## src/source/tube_pkg.sv

```systemverilog
package tube_pkg;

    // Byte width of both the host and the parasite data bus
    parameter int DATA_W = 8;

    // Register pairs, each with one FIFO per direction
    parameter int NUM_REGS = 4;

    // Control register flags
    parameter int NUM_FLAGS = 6;

    // Soft reset, flushes every FIFO while set
    parameter int FLAG_T = 5;

    // Parasite reset output
    parameter int FLAG_P = 4;

    // NMI enable, register 3 host to parasite
    parameter int FLAG_M = 3;

    // Parasite IRQ enable, register 4 host to parasite
    parameter int FLAG_J = 2;

    // Parasite IRQ enable, register 1 host to parasite
    parameter int FLAG_I = 1;

    // Host IRQ enable, register 4 parasite to host
    parameter int FLAG_Q = 0;

    // Value given to every flag whose mask bit is set in a control write
    parameter int CTRL_SET_BIT = 7;

    // Status byte layout, as seen from either side
    parameter int STATUS_AVAIL_BIT = 7;
    parameter int STATUS_NFULL_BIT = 6;

endpackage

```

## src/source/tube_bus_decode.sv

```systemverilog
`timescale 1ns/10ps

module tube_bus_decode
(
    input  logic                          HO2,
    input  logic                          arst_n,
    input  logic [2:0]                    host_addr,
    input  logic                          host_cs_n,
    input  logic                          host_rnw,
    input  logic [2:0]                    para_addr,
    input  logic                          para_cs_n,
    input  logic                          para_rd_n,
    input  logic                          para_wr_n,
    output logic [tube_pkg::NUM_REGS-1:0] h2p_push,
    output logic [tube_pkg::NUM_REGS-1:0] p2h_pop,
    output logic [tube_pkg::NUM_REGS-1:0] p2h_push,
    output logic [tube_pkg::NUM_REGS-1:0] h2p_pop,
    output logic                          ctrl_wr
);

    logic                          host_cs_n_q;
    logic                          para_cs_n_q;
    logic                          host_first;
    logic                          para_first;
    logic [tube_pkg::NUM_REGS-1:0] host_sel;
    logic [tube_pkg::NUM_REGS-1:0] para_sel;

    // Previous chip selects, so a long access counts only once
    always_ff @(posedge HO2 or negedge arst_n)
    begin
        if (!arst_n)
        begin
            host_cs_n_q <= 1'b1;
            para_cs_n_q <= 1'b1;
        end
        else
        begin
            host_cs_n_q <= host_cs_n;
            para_cs_n_q <= para_cs_n;
        end
    end

    assign host_first = !host_cs_n && host_cs_n_q;
    assign para_first = !para_cs_n && para_cs_n_q;

    // Odd addresses select a data port, bits 2:1 pick the register
    always_comb
    begin
        for (int i = 0; i < tube_pkg::NUM_REGS; i++)
        begin
            host_sel[i] = host_addr[0] && (host_addr[2:1] == i);
            para_sel[i] = para_addr[0] && (para_addr[2:1] == i);
        end
    end

    assign h2p_push = (host_first && !host_rnw) ? host_sel : '0;
    assign p2h_pop  = (host_first &&  host_rnw) ? host_sel : '0;
    assign p2h_push = (para_first && !para_wr_n) ? para_sel : '0;
    assign h2p_pop  = (para_first && !para_rd_n) ? para_sel : '0;

    // Control register shares address 0 with register 1 status
    assign ctrl_wr = host_first && !host_rnw && (host_addr == 3'd0);

    // The parasite never strobes read and write together
    a_para_strobes: assert property (@(posedge HO2) disable iff (!arst_n)
        !para_cs_n |-> (para_rd_n || para_wr_n));

endmodule

```

## src/source/tube_control_reg.sv

```systemverilog
`timescale 1ns/10ps

module tube_control_reg
(
    input  logic                           HO2,
    input  logic                           arst_n,
    input  logic                           ctrl_wr,
    input  logic [tube_pkg::DATA_W-1:0]    host_din,
    output logic [tube_pkg::NUM_FLAGS-1:0] flags,
    output logic                           prst
);

    logic [tube_pkg::NUM_FLAGS-1:0] flags_next;

    // Set/clear write: masked flags take the set bit, the rest hold
    always_comb
    begin
        flags_next = flags;
        if (ctrl_wr)
        begin
            for (int i = 0; i < tube_pkg::NUM_FLAGS; i++)
            begin
                if (host_din[i])
                begin
                    flags_next[i] = host_din[tube_pkg::CTRL_SET_BIT];
                end
            end
        end
    end

    always_ff @(posedge HO2 or negedge arst_n)
    begin
        if (!arst_n)
        begin
            flags <= '0;
        end
        else
        begin
            flags <= flags_next;
        end
    end

    // Own flop for the reset pin, in step with flag P
    always_ff @(posedge HO2 or negedge arst_n)
    begin
        if (!arst_n)
        begin
            prst <= 1'b0;
        end
        else
        begin
            prst <= flags_next[tube_pkg::FLAG_P];
        end
    end

endmodule

```

## src/source/tube_fifo.sv

```systemverilog
`timescale 1ns/10ps

module tube_fifo
#(
    parameter int DEPTH = 1
)
(
    input  logic                        HO2,
    input  logic                        arst_n,
    input  logic                        flush,
    input  logic                        push,
    input  logic [tube_pkg::DATA_W-1:0] push_data,
    input  logic                        pop,
    output logic [tube_pkg::DATA_W-1:0] head_data,
    output logic                        avail,
    output logic                        not_full
);

    // A depth of one still needs a one-bit pointer
    localparam int PTR_W = (DEPTH > 1) ? $clog2(DEPTH) : 1;
    localparam int CNT_W = $clog2(DEPTH + 1);
    localparam logic [CNT_W-1:0] FULL_CNT = CNT_W'(DEPTH);
    localparam logic [PTR_W-1:0] LAST_PTR = PTR_W'(DEPTH - 1);

    logic [tube_pkg::DATA_W-1:0] mem [DEPTH];
    logic [PTR_W-1:0]            wr_ptr;
    logic [PTR_W-1:0]            rd_ptr;
    logic [CNT_W-1:0]            count;
    logic                        push_ok;
    logic                        pop_ok;

    // Writes to a full FIFO and reads from an empty one do nothing
    assign push_ok = push && not_full && !flush;
    assign pop_ok  = pop && avail && !flush;

    always_ff @(posedge HO2 or negedge arst_n)
    begin
        if (!arst_n)
        begin
            wr_ptr <= '0;
            rd_ptr <= '0;
            count  <= '0;
        end
        else if (flush)
        begin
            wr_ptr <= '0;
            rd_ptr <= '0;
            count  <= '0;
        end
        else
        begin
            if (push_ok)
            begin
                wr_ptr <= (wr_ptr == LAST_PTR) ? '0 : wr_ptr + 1'b1;
            end
            if (pop_ok)
            begin
                rd_ptr <= (rd_ptr == LAST_PTR) ? '0 : rd_ptr + 1'b1;
            end
            if (push_ok && !pop_ok)
            begin
                count <= count + 1'b1;
            end
            else if (pop_ok && !push_ok)
            begin
                count <= count - 1'b1;
            end
        end
    end

    always_ff @(posedge HO2)
    begin
        if (push_ok)
        begin
            mem[wr_ptr] <= push_data;
        end
    end

    assign avail    = (count != '0);
    assign not_full = (count != FULL_CNT);

    // Empty reads return zero
    assign head_data = avail ? mem[rd_ptr] : '0;

    a_count_range: assert property (@(posedge HO2) disable iff (!arst_n)
        count <= FULL_CNT);

    // Soft reset leaves nothing to read
    a_flush_empties: assert property (@(posedge HO2) disable iff (!arst_n)
        flush |=> !avail);

endmodule

```

## src/source/tube_readback.sv

```systemverilog
`timescale 1ns/10ps

module tube_readback
(
    input  logic [2:0]                                        host_addr,
    input  logic                                              host_cs_n,
    input  logic                                              host_rnw,
    input  logic [2:0]                                        para_addr,
    input  logic                                              para_cs_n,
    input  logic                                              para_rd_n,
    input  logic [tube_pkg::NUM_FLAGS-1:0]                    flags,
    input  logic [tube_pkg::NUM_REGS-1:0]                     h2p_avail,
    input  logic [tube_pkg::NUM_REGS-1:0]                     h2p_not_full,
    input  logic [tube_pkg::NUM_REGS-1:0][tube_pkg::DATA_W-1:0] h2p_data,
    input  logic [tube_pkg::NUM_REGS-1:0]                     p2h_avail,
    input  logic [tube_pkg::NUM_REGS-1:0]                     p2h_not_full,
    input  logic [tube_pkg::NUM_REGS-1:0][tube_pkg::DATA_W-1:0] p2h_data,
    output logic [tube_pkg::DATA_W-1:0]                       host_dout,
    output logic                                              host_doe,
    output logic [tube_pkg::DATA_W-1:0]                       para_dout,
    output logic                                              para_doe,
    output logic                                              hirq,
    output logic                                              pirq,
    output logic                                              pnmi
);

    logic [1:0]                  host_idx;
    logic [1:0]                  para_idx;
    logic [tube_pkg::DATA_W-1:0] host_status;
    logic [tube_pkg::DATA_W-1:0] para_status;

    assign host_idx = host_addr[2:1];
    assign para_idx = para_addr[2:1];

    // Drive the buses only while a read is in progress
    assign host_doe = !host_cs_n && host_rnw;
    assign para_doe = !para_cs_n && !para_rd_n;

    // Host status: data from the parasite, room towards the parasite
    always_comb
    begin
        host_status = '0;
        host_status[tube_pkg::STATUS_AVAIL_BIT] = p2h_avail[host_idx];
        host_status[tube_pkg::STATUS_NFULL_BIT] = h2p_not_full[host_idx];
        if (host_addr == 3'd0)
        begin
            host_status[tube_pkg::NUM_FLAGS-1:0] = flags;
        end
    end

    // Parasite status is the mirror image
    always_comb
    begin
        para_status = '0;
        para_status[tube_pkg::STATUS_AVAIL_BIT] = h2p_avail[para_idx];
        para_status[tube_pkg::STATUS_NFULL_BIT] = p2h_not_full[para_idx];
    end

    always_comb
    begin
        if (!host_doe)
            host_dout = '0;
        else if (host_addr[0])
            host_dout = p2h_data[host_idx];
        else
            host_dout = host_status;
    end

    always_comb
    begin
        if (!para_doe)
            para_dout = '0;
        else if (para_addr[0])
            para_dout = h2p_data[para_idx];
        else
            para_dout = para_status;
    end

    // Register 4 towards the host raises the host IRQ
    assign hirq = flags[tube_pkg::FLAG_Q] && p2h_avail[3];

    // Registers 1 and 4 towards the parasite share its IRQ
    assign pirq = (flags[tube_pkg::FLAG_I] && h2p_avail[0]) ||
                  (flags[tube_pkg::FLAG_J] && h2p_avail[3]);

    assign pnmi = flags[tube_pkg::FLAG_M] && h2p_avail[2];

endmodule

```

## src/source/tube_ula.sv

```systemverilog
`timescale 1ns/10ps

module tube_ula
#(
    parameter int P2H_R1_DEPTH = 24,
    parameter int R3_DEPTH     = 2
)
(
    input  logic                        HO2,
    input  logic                        arst_n,
    input  logic [2:0]                  host_addr,
    input  logic                        host_cs_n,
    input  logic                        host_rnw,
    input  logic [tube_pkg::DATA_W-1:0] host_din,
    output logic [tube_pkg::DATA_W-1:0] host_dout,
    output logic                        host_doe,
    input  logic [2:0]                  para_addr,
    input  logic                        para_cs_n,
    input  logic                        para_rd_n,
    input  logic                        para_wr_n,
    input  logic [tube_pkg::DATA_W-1:0] para_din,
    output logic [tube_pkg::DATA_W-1:0] para_dout,
    output logic                        para_doe,
    output logic                        hirq,
    output logic                        pirq,
    output logic                        pnmi,
    output logic                        prst
);

    logic [tube_pkg::NUM_REGS-1:0]                        h2p_push;
    logic [tube_pkg::NUM_REGS-1:0]                        h2p_pop;
    logic [tube_pkg::NUM_REGS-1:0]                        p2h_push;
    logic [tube_pkg::NUM_REGS-1:0]                        p2h_pop;
    logic                                                 ctrl_wr;
    logic [tube_pkg::NUM_FLAGS-1:0]                       flags;
    logic [tube_pkg::NUM_REGS-1:0]                        h2p_avail;
    logic [tube_pkg::NUM_REGS-1:0]                        h2p_not_full;
    logic [tube_pkg::NUM_REGS-1:0][tube_pkg::DATA_W-1:0]  h2p_data;
    logic [tube_pkg::NUM_REGS-1:0]                        p2h_avail;
    logic [tube_pkg::NUM_REGS-1:0]                        p2h_not_full;
    logic [tube_pkg::NUM_REGS-1:0][tube_pkg::DATA_W-1:0]  p2h_data;

    tube_bus_decode u_decode (
        .HO2       (HO2),
        .arst_n    (arst_n),
        .host_addr (host_addr),
        .host_cs_n (host_cs_n),
        .host_rnw  (host_rnw),
        .para_addr (para_addr),
        .para_cs_n (para_cs_n),
        .para_rd_n (para_rd_n),
        .para_wr_n (para_wr_n),
        .h2p_push  (h2p_push),
        .p2h_pop   (p2h_pop),
        .p2h_push  (p2h_push),
        .h2p_pop   (h2p_pop),
        .ctrl_wr   (ctrl_wr)
    );

    tube_control_reg u_control (
        .HO2      (HO2),
        .arst_n   (arst_n),
        .ctrl_wr  (ctrl_wr),
        .host_din (host_din),
        .flags    (flags),
        .prst     (prst)
    );

    // Register 1 towards the host is the deep one, register 3 is two bytes
    for (genvar n = 0; n < tube_pkg::NUM_REGS; n++)
    begin : g_reg
        localparam int H2P_DEPTH = (n == 2) ? R3_DEPTH : 1;
        localparam int P2H_DEPTH = (n == 0) ? P2H_R1_DEPTH : H2P_DEPTH;

        tube_fifo #(.DEPTH(H2P_DEPTH)) u_h2p (
            .HO2       (HO2),
            .arst_n    (arst_n),
            .flush     (flags[tube_pkg::FLAG_T]),
            .push      (h2p_push[n]),
            .push_data (host_din),
            .pop       (h2p_pop[n]),
            .head_data (h2p_data[n]),
            .avail     (h2p_avail[n]),
            .not_full  (h2p_not_full[n])
        );

        tube_fifo #(.DEPTH(P2H_DEPTH)) u_p2h (
            .HO2       (HO2),
            .arst_n    (arst_n),
            .flush     (flags[tube_pkg::FLAG_T]),
            .push      (p2h_push[n]),
            .push_data (para_din),
            .pop       (p2h_pop[n]),
            .head_data (p2h_data[n]),
            .avail     (p2h_avail[n]),
            .not_full  (p2h_not_full[n])
        );
    end

    tube_readback u_readback (
        .host_addr    (host_addr),
        .host_cs_n    (host_cs_n),
        .host_rnw     (host_rnw),
        .para_addr    (para_addr),
        .para_cs_n    (para_cs_n),
        .para_rd_n    (para_rd_n),
        .flags        (flags),
        .h2p_avail    (h2p_avail),
        .h2p_not_full (h2p_not_full),
        .h2p_data     (h2p_data),
        .p2h_avail    (p2h_avail),
        .p2h_not_full (p2h_not_full),
        .p2h_data     (p2h_data),
        .host_dout    (host_dout),
        .host_doe     (host_doe),
        .para_dout    (para_dout),
        .para_doe     (para_doe),
        .hirq         (hirq),
        .pirq         (pirq),
        .pnmi         (pnmi)
    );

endmodule

```

## config.mk

```make
export PLATFORM = sky130hd
export DESIGN_NAME = tube_ula
export DESIGN_NICKNAME = d
export VERILOG_FILES = /design/src/source/tube_pkg.sv /design/src/source/tube_bus_decode.sv /design/src/source/tube_control_reg.sv /design/src/source/tube_fifo.sv /design/src/source/tube_readback.sv /design/src/source/tube_ula.sv
export SDC_FILE = /design/constraint.sdc
export NUM_CORES = 1
export LEC_CHECK = 0
export BUFFER_PORTS_ARGS = -buffer_cell sky130_fd_sc_hd__buf_2
export CAP_MARGIN = 20
export CORE_UTILIZATION = 50
export DETAILED_ROUTE_END_ITERATION = 8
export PLACE_DENSITY_LB_ADDON = 0.12
export SYNTH_ARGS = -nofsm -noshare
export SYNTH_HDL_FRONTEND = slang
export SYNTH_SLANG_ARGS = --single-unit
```

## constraint.sdc

```tcl
create_clock -name HO2 -period 4 [get_ports HO2]
set_input_delay 0.2 -clock HO2 [delete_from_list [all_inputs] [get_ports HO2]]
set_output_delay 0.2 -clock HO2 [all_outputs]
set_load 0.005 [all_outputs]
```

==> results of run 1 <==
==> registers in the layout, indices dropped and copies added (netlist names) <==
| signal | cells |
|---|---|
| u_decode.para_cs_n_q | 1 |
| u_decode.host_cs_n_q | 1 |
| g.u_h2p.mem | 40 |
| g.u_p2h.wr_ptr | 6 |
| g.u_h2p.rd_ptr | 1 |
| g.u_h2p.avail | 3 |
| g.u_h2p.count | 2 |
| g.u_p2h.mem | 224 |
| g.u_h2p.wr_ptr | 1 |
| u_control.flags | 6 |
| g.u_p2h.avail | 2 |
| g.u_p2h.rd_ptr | 6 |
| g.u_p2h.count | 7 |
==> final cells by class <==
type	count	area share [%]
multi-input combinational	427	24.81
inverter	13	0.3379
clock buffer	41	5.623
sequential	300	61.18
tap	324	2.807
clock inverter	15	0.9444
timing repair buffer	94	4.297
==> logic make-up (layout without fill, tap and decap cells) <==
| group | after synthesis | in the layout | synth area share (%) |
|---|---|---|---|
| DFF | 300 | 300 | 69.93 |
| and+or+nand+nor | 206 | 206 | 8.214 |
| AOI/OAI and AO/OA | 115 | 115 | 6.510 |
| muxes | 83 | 83 | 11.63 |
| buffers and inverters | 54 | 163 | 1.704 |
| xor gates and xnor gates | 13 | 13 | 0.9611 |
| adders and majority gates | 10 | 10 | 1.050 |
==> repair_timing <==
action	4_1_cts	5_1_grt
resized for setup	0	0
endpoints found under the setup margin	0	0
hold buffers	11	0
endpoints found under the hold margin	76	0
==> routing by layer <==
metal | vias up | GRT usage (%) | part of all wire (%)
li1 | 3267 | - | -
met1 | 3747 | 30.90 | 42
met2 | 267 | 39.22 | 50
met3 | 44 | 3.487 | 5.8
met4 | 0 | 6.904 | 2.8
met5 | - | 0 | 0
==> tightest hold or removal path, cell delays in order <==
cell,delay (ps)
buf_2,150
nand2_1,100
nor3b_1,60
nor3_1,120
==> path summary, 6_finish.rpt <==
path	from	to	slack, ps	cells after the start
setup / recovery	g_reg[0].u_p2h.rd_ptr[1]	host_dout[4]	500	7
hold / removal	para_addr[0]	g_reg[1].u_h2p.avail	140	4
setup reg to reg	g_reg[0].u_p2h.count[0]	g_reg[0].u_p2h.count[4]	670	9
hold reg to reg	g_reg[2].u_p2h.wr_ptr	g_reg[2].u_p2h.wr_ptr	580	2
max in group asynchronous	arst_n	g_reg[0].u_p2h.rd_ptr[0]	3080	2
min in group asynchronous	arst_n	g_reg[0].u_p2h.rd_ptr[3]	300	2
==> cells in the final DEF (no fill, tap or decap), drive strengths merged, types with 6 or more instances in the layout <==
cell / count
dfrtp: 34
nand2: 39
nor3: 18
nand2b: 8
a21oi: 21
mux2i: 23
and3: 6
nand3b: 9
a31oi: 7
ha: 9
edfxtp: 264
a211oi: 12
o21ai: 17
a32oi: 11
clkinv: 11
nand3: 14
dlygate4sd3: 11
buf: 83
nor2b: 10
inv: 13
a22oi: 14
mux4: 50
xnor2: 9
clkbuf: 41
a311oi: 6
mux2: 10
nor2: 69
==> power groups by stage <==
stage          registers, mW  logic, mW  clock network [mW]
2_1_floorplan           3.58      0.496                   0
3_3_place_gp            3.66      0.637                   0
3_5_place_dp            3.66      0.656                   0
4_1_cts                 3.60      0.671                2.73
5_1_grt                 3.61      0.725                2.85
6_report                3.60      0.668                2.67
==> results by group, run 1 <==
Setup path
  • Endpoint class of the critical path: primary output
  • CP arrival: 3300 ps
  • Buf+Inv Stages, Crit Path: 2
  • Critical Path Max Stage Delay: 1010 ps
  • Worst Setup Start Kind: register
  • Critical path peak fanout: 42
  • CP Class: reg2out
  • Critical path required time: 3800 ps
  • CP Cell Sequence: buf_4 > mux4_2 > a22oi_1 > nor2_1 > a211oi_1 > nor3_1 > buf_2
  • Top delay family on crit path: flip-flops
  • Slowest CP cell: dfrtp_2

Placement
  • HPWL after DPL: 19.17 mm
  • Placed Area: 0.01338 sq mm
  • # port buffers: 50
  • Placer's final routability congestion estimate: 0.8767
  • Placed insts: 1147
  • Pre-CTS setup slack: 686.9 ps

Synth
  • EDFF count, synth: 264
  • Mapped cell area: 0.01263 sq mm
  • Top-count cell post-synth: edfxtp_1
  • Post-synthesis sequential area ratio: 69.93%
  • Syn Nets: 820
  • Cells after synthesis: 781
  • Async set-reset flop share out of synthesis: 12.00%
  • Yosys cell types: 59
  • #FFs+latches synth: 300
  • Ys flop type: edfxtp_1
  • Post-Syn Area per Cell: 16.17 sq um
  • Yosys top cell by area: edfxtp_1
  • Commonest cells post-synth: edfxtp_1 (264), nor2_1 (69), mux4_2 (50)
  • Synth area leaders: edfxtp_1 (63%), mux4_2 (8.9%), dfrtp_1 (6.7%)
  • YS warnings: 0
  • Area share of the largest cell type after synthesis: 62.78%

Timing
  • Post-route setup TNS: 0 ps
  • Final WS setup: 500.1 ps
  • Setup violators final: 0
  • Clock skew: 18.04 ps
  • Min Hold Slack: 144.5 ps
  • Final hold vios: 0
  • Relative slew margins: 33.96%
  • Final period util: 87.50%
  • Tmin final: 3500 ps
  • Fin. max-slew vios: 0
  • Max Freq: 285.7 MHz
  • Worst-margin pin slew: 990.6 ps
  • RSZ-0062 raised after global routing: no

Routing
  • Initial drt markers: 713
  • # DRC: 0
  • Final WL: 29.03 mm
  • WL/cell: 23.91 um
  • Drt first pass iters: 5
  • Via count: 7325
  • Post-DR vias/cell: 6.034
  • Antenna Nets Post-Route: 0

Layout
  • Area delta synth->final: 14.36%
  • FF/Latch Area: 0.008836 sq mm
  • Fillers: 1887
  • # nets final: 905
  • Layout cell share with drive strength beyond 1: 22.25%
  • Fin area: 0.01444 sq mm
  • Post-Route Utilization: 58.86%
  • Layout Cells excl Fill: 1214
  • Antenna Cells: 0
  • Area occupied by multi-input gates: 0.003582 sq mm

Clocking
  • Bufs on Longest Clock Path: 3
  • CTS sink count: 300
  • TritonCTS clock tree: built
  • H-tree Lvls: 1
  • Clock transition at path regs: 60 ps
  • Cts bufs inserted: 30
  • CTS root buffer: clkbuf_16
  • Total setup buffers inserted after CTS: 0
  • Clock latency on the worst-skew pair: 550 ps

Die
  • Starting Density: 51.47%
  • Die Span X: 160.9 um
  • Die area: 0.02590 sq mm
  • Core area: 0.02453 sq mm
  • Ports: 51
  • Die extent in y: 160.9 um
  • FP Rows: 57

Pwr
  • Gate power share: 9.6%
  • Sw Share: 23.34%
  • Net switching power: 1.620 mW
  • Peak VDD IR: 0.4098 mV
  • Clock share of power: 38.5%
  • Pwr Total: 6.941 mW
  • Reg power frac: 51.9%
  • P_leak: 4.838 nW
  • Int Power: 5.320 mW
  • PD cells: 480.6 mW/mm^2

GRT
  • Largest net degree at the start of global routing: 43
  • First-pass GRT wire length: 44.48 mm
  • Gr usage total: 23.08%
  • Total grt overflow: 0
  • Vias in the first global route: 7396
  • Initial antenna violation count: 0

Status
  • Status: completed

Worst hold path
  • Hold Crit Class: in2reg

Flow run
  • Max-cap violations: 0
No activity file was read; power rests on OpenSTA's default activity.
==> run 2: changes to the inputs <==
--- a/config.mk
+++ b/config.mk
@@ -7,6 +7,7 @@
 export LEC_CHECK = 0
 export BUFFER_PORTS_ARGS = -buffer_cell sky130_fd_sc_hd__buf_2
 export CAP_MARGIN = 20
+export CORE_ASPECT_RATIO = 0.7
 export CORE_UTILIZATION = 50
 export DETAILED_ROUTE_END_ITERATION = 8
 export PLACE_DENSITY_LB_ADDON = 0.12
==> results by group, run 2 (same netlist as run 1, synthesis figures left out) <==
Flow run
  • Max-cap violations: 0 (unchanged)

Timing
  • Setup violators final: 0 (unchanged)
  • RSZ-0062 raised after global routing: no
  • Worst-margin pin slew: 1050 ps (+59.06 ps)
  • Clock skew: 16.68 ps (-1.360 ps)
  • Relative slew margins: 30.03% (-3.9 points)
  • Post-route setup TNS: 0 ps (unchanged)
  • Max Freq: 291.8 MHz (+2.1%)
  • Final hold vios: 0 (unchanged)
  • Final period util: 85.69% (-1.8 points)
  • Fin. max-slew vios: 0 (unchanged)
  • Tmin final: 3428 ps (-72.38 ps)

Die
  • Die area: 0.02591 sq mm (about the same)
  • Die extent in y: 135.0 um (-16%)
  • Core area: 0.02474 sq mm (+0.86%)
  • Ports: 51 (unchanged)
  • Starting Density: 51.04% (-0.44 points)
  • FP Rows: 48 (-16%)
  • Die Span X: 192.0 um (+19%)

Worst hold path
  • Hold endpoint: g_reg[3].u_p2h.avail
  • Worst Hold Launch: host_rnw
  • Hold depth: 4 (unchanged)
  • Hold Crit Class: in2reg

Layout
  • # nets final: 889 (-1.8%)
  • Antenna Cells: 0 (unchanged)
  • Flip-flop count of the largest register after layout: 224 (unchanged)
  • Top Registers: g.u_p2h.mem (224), g.u_h2p.mem (40), g.u_p2h.count (7)
  • Fin area: 0.01437 sq mm (-0.52%)
  • Largest Register: g.u_p2h.mem
  • Area delta synth->final: 13.76%
  • Most frequent cells in the layout: edfxtp_1 (264), nor2_1 (69), mux4_2 (50), buf_2 (50), nand2_1 (39)
  • Layout cell share with drive strength beyond 1: 21.56% (-0.69 points)
  • Most common cell after layout, fill and taps aside: edfxtp_1

Status
  • Status: completed

Placement
  • Placer's final routability congestion estimate: 0.9404 (+7.3%)
  • HPWL after DPL: 20.43 mm (+6.5%)
  • Placed Area: 0.01327 sq mm (-0.87%)
  • # port buffers: 50 (unchanged)

Clocking
  • Bufs on Longest Clock Path: 3 (unchanged)
  • Clock latency on the worst-skew pair: 550 ps (about the same)
  • Total setup buffers inserted after CTS: 0 (unchanged)
  • CTS root buffer: clkbuf_16
  • Cts bufs inserted: 28 (-6.7%)
  • TritonCTS clock tree: built
  • Post-CTS Resized: 0 (unchanged)
  • H-tree Lvls: 1 (unchanged)
  • Post-CTS Hold Buffers: 11 (unchanged)
  • Clock transition at path regs: 70 ps (about the same)
  • CTS sink count: 300 (unchanged)

GRT
  • Largest net degree at the start of global routing: 43 (unchanged)
  • Gr usage total: 24.12% (+1.0 points)
  • Vias in the first global route: 7122 (-3.7%)
  • Initial antenna violation count: 0 (unchanged)
  • Total grt overflow: 0 (unchanged)
  • First-pass GRT wire length: 45.11 mm (+1.4%)

Routing
  • WL/cell: 25.19 um (+5.3%)
  • Antenna Nets Post-Route: 0 (unchanged)
  • Drt first pass iters: 5 (unchanged)
  • Final WL: 30.15 mm (+3.9%)
  • Post-DR vias/cell: 6.129 (+1.6%)
  • Via count: 7336 (+0.15%)
  • # DRC: 0 (unchanged)
  • Initial drt markers: 784 (+10%)

Setup path
  • CP Class: reg2reg
  • FF-to-FF path depth: 9 (unchanged)
  • R2R Setup Slk: 570 ps (-100 ps)
  • CP arrival: 3890 ps (+590 ps)
  • Worst Setup Start Kind: register
  • Reg-to-Reg Start: g_reg[0].u_p2h.count[0]
  • Endpoint class of the critical path: register
  • Critical path required time: 4460 ps (+660 ps)
  • Critical path peak fanout: 9 (-79%)
  • Reg2reg end: g_reg[0].u_p2h.count[4]

Pwr
  • Peak VDD IR: 0.5146 mV (+26%)
  • PD cells: 495.3 mW/mm^2 (+3.0%)
  • P_leak: 4.786 nW (-1.1%)
## run 2: cell count changes in the layout (fill, tap and decap cells not counted)
cell        change
clkbuf_8        +1
clkbuf_1        -7
clkinv_1        -1
buf_4          -13
bufinv_16       +3
inv_8           +1
clkinv_2        +1
clkbuf_16       -2
buf_12          -1
clkinv_4        +1
clkinvlp_4      -1
## run 2: per-stage QoR
stage               setup slack [ps]  total power [mW]  std cells  utilization, %  hold slack (ps)
global placement               748.2             4.321       1134           53.62            340.7
finish                         572.5             7.115       1197           58.06            149.7
CTS                            569.6             7.157       1197           58.06            111.1
floorplan                      895.3             4.076        781               -           -95.59
detailed placement             626.7             4.347       1134           53.62            345.4
global route                   321.6             7.345       1197           58.06            151.8
## run 2: how the worst max path moves through the flow
stage / from / endpoint / depth (start not counted)
global route: g_reg[0].u_p2h.count[0] / g_reg[0].u_p2h.count[4] / 9
floorplan: u_decode.para_cs_n_q / g_reg[0].u_p2h.count[4] / 9
detailed placement: g_reg[0].u_p2h.count[0] / g_reg[0].u_p2h.count[4] / 9
finish: g_reg[0].u_p2h.count[0] / g_reg[0].u_p2h.count[4] / 9
global placement: u_decode.para_cs_n_q / g_reg[0].u_p2h.count[4] / 9
CTS: g_reg[0].u_p2h.rd_ptr[1] / host_dout[3] / 7
## run 2: final cells by class
class | count | area, sq um
multi-input cells | 427 | 3582
clock inverters | 19 | 240.2
fillers | 1912 | 10380
well taps | 325 | 406.6
repair buffers | 80 | 503.0
flip-flops and latches | 300 | 8836
clock buffers | 33 | 749.5
inverters | 13 | 48.80
## run 2: per-layer routing
| layer | share of wire (%) | up-vias | global-route usage (%) |
|---|---|---|---|
| met1 | 48 | 3752 | 39.58 |
| met3 | 8.2 | 32 | 4.106 |
| met4 | 1.3 | 0 | 4.012 |
| met2 | 43 | 312 | 34.02 |
| li1 | - | 3240 | - |
| met5 | 0 | - | 0 |
## run 2: critical path, stage by stage, from the launching register on
cell,delay (ps)
dfrtp_1,440
nor3_1,750
a2111oi_4,290
or3_1,510
fa_1,510
a21o_1,200
a21oi_1,180
nor3_1,80
o21ai_0,170
nor3b_1,200
## run 2: where the power goes
part	internal, mW	switching, mW
combinational	0.308	0.386
clock	1.67	1.15
sequential	3.47	0.132
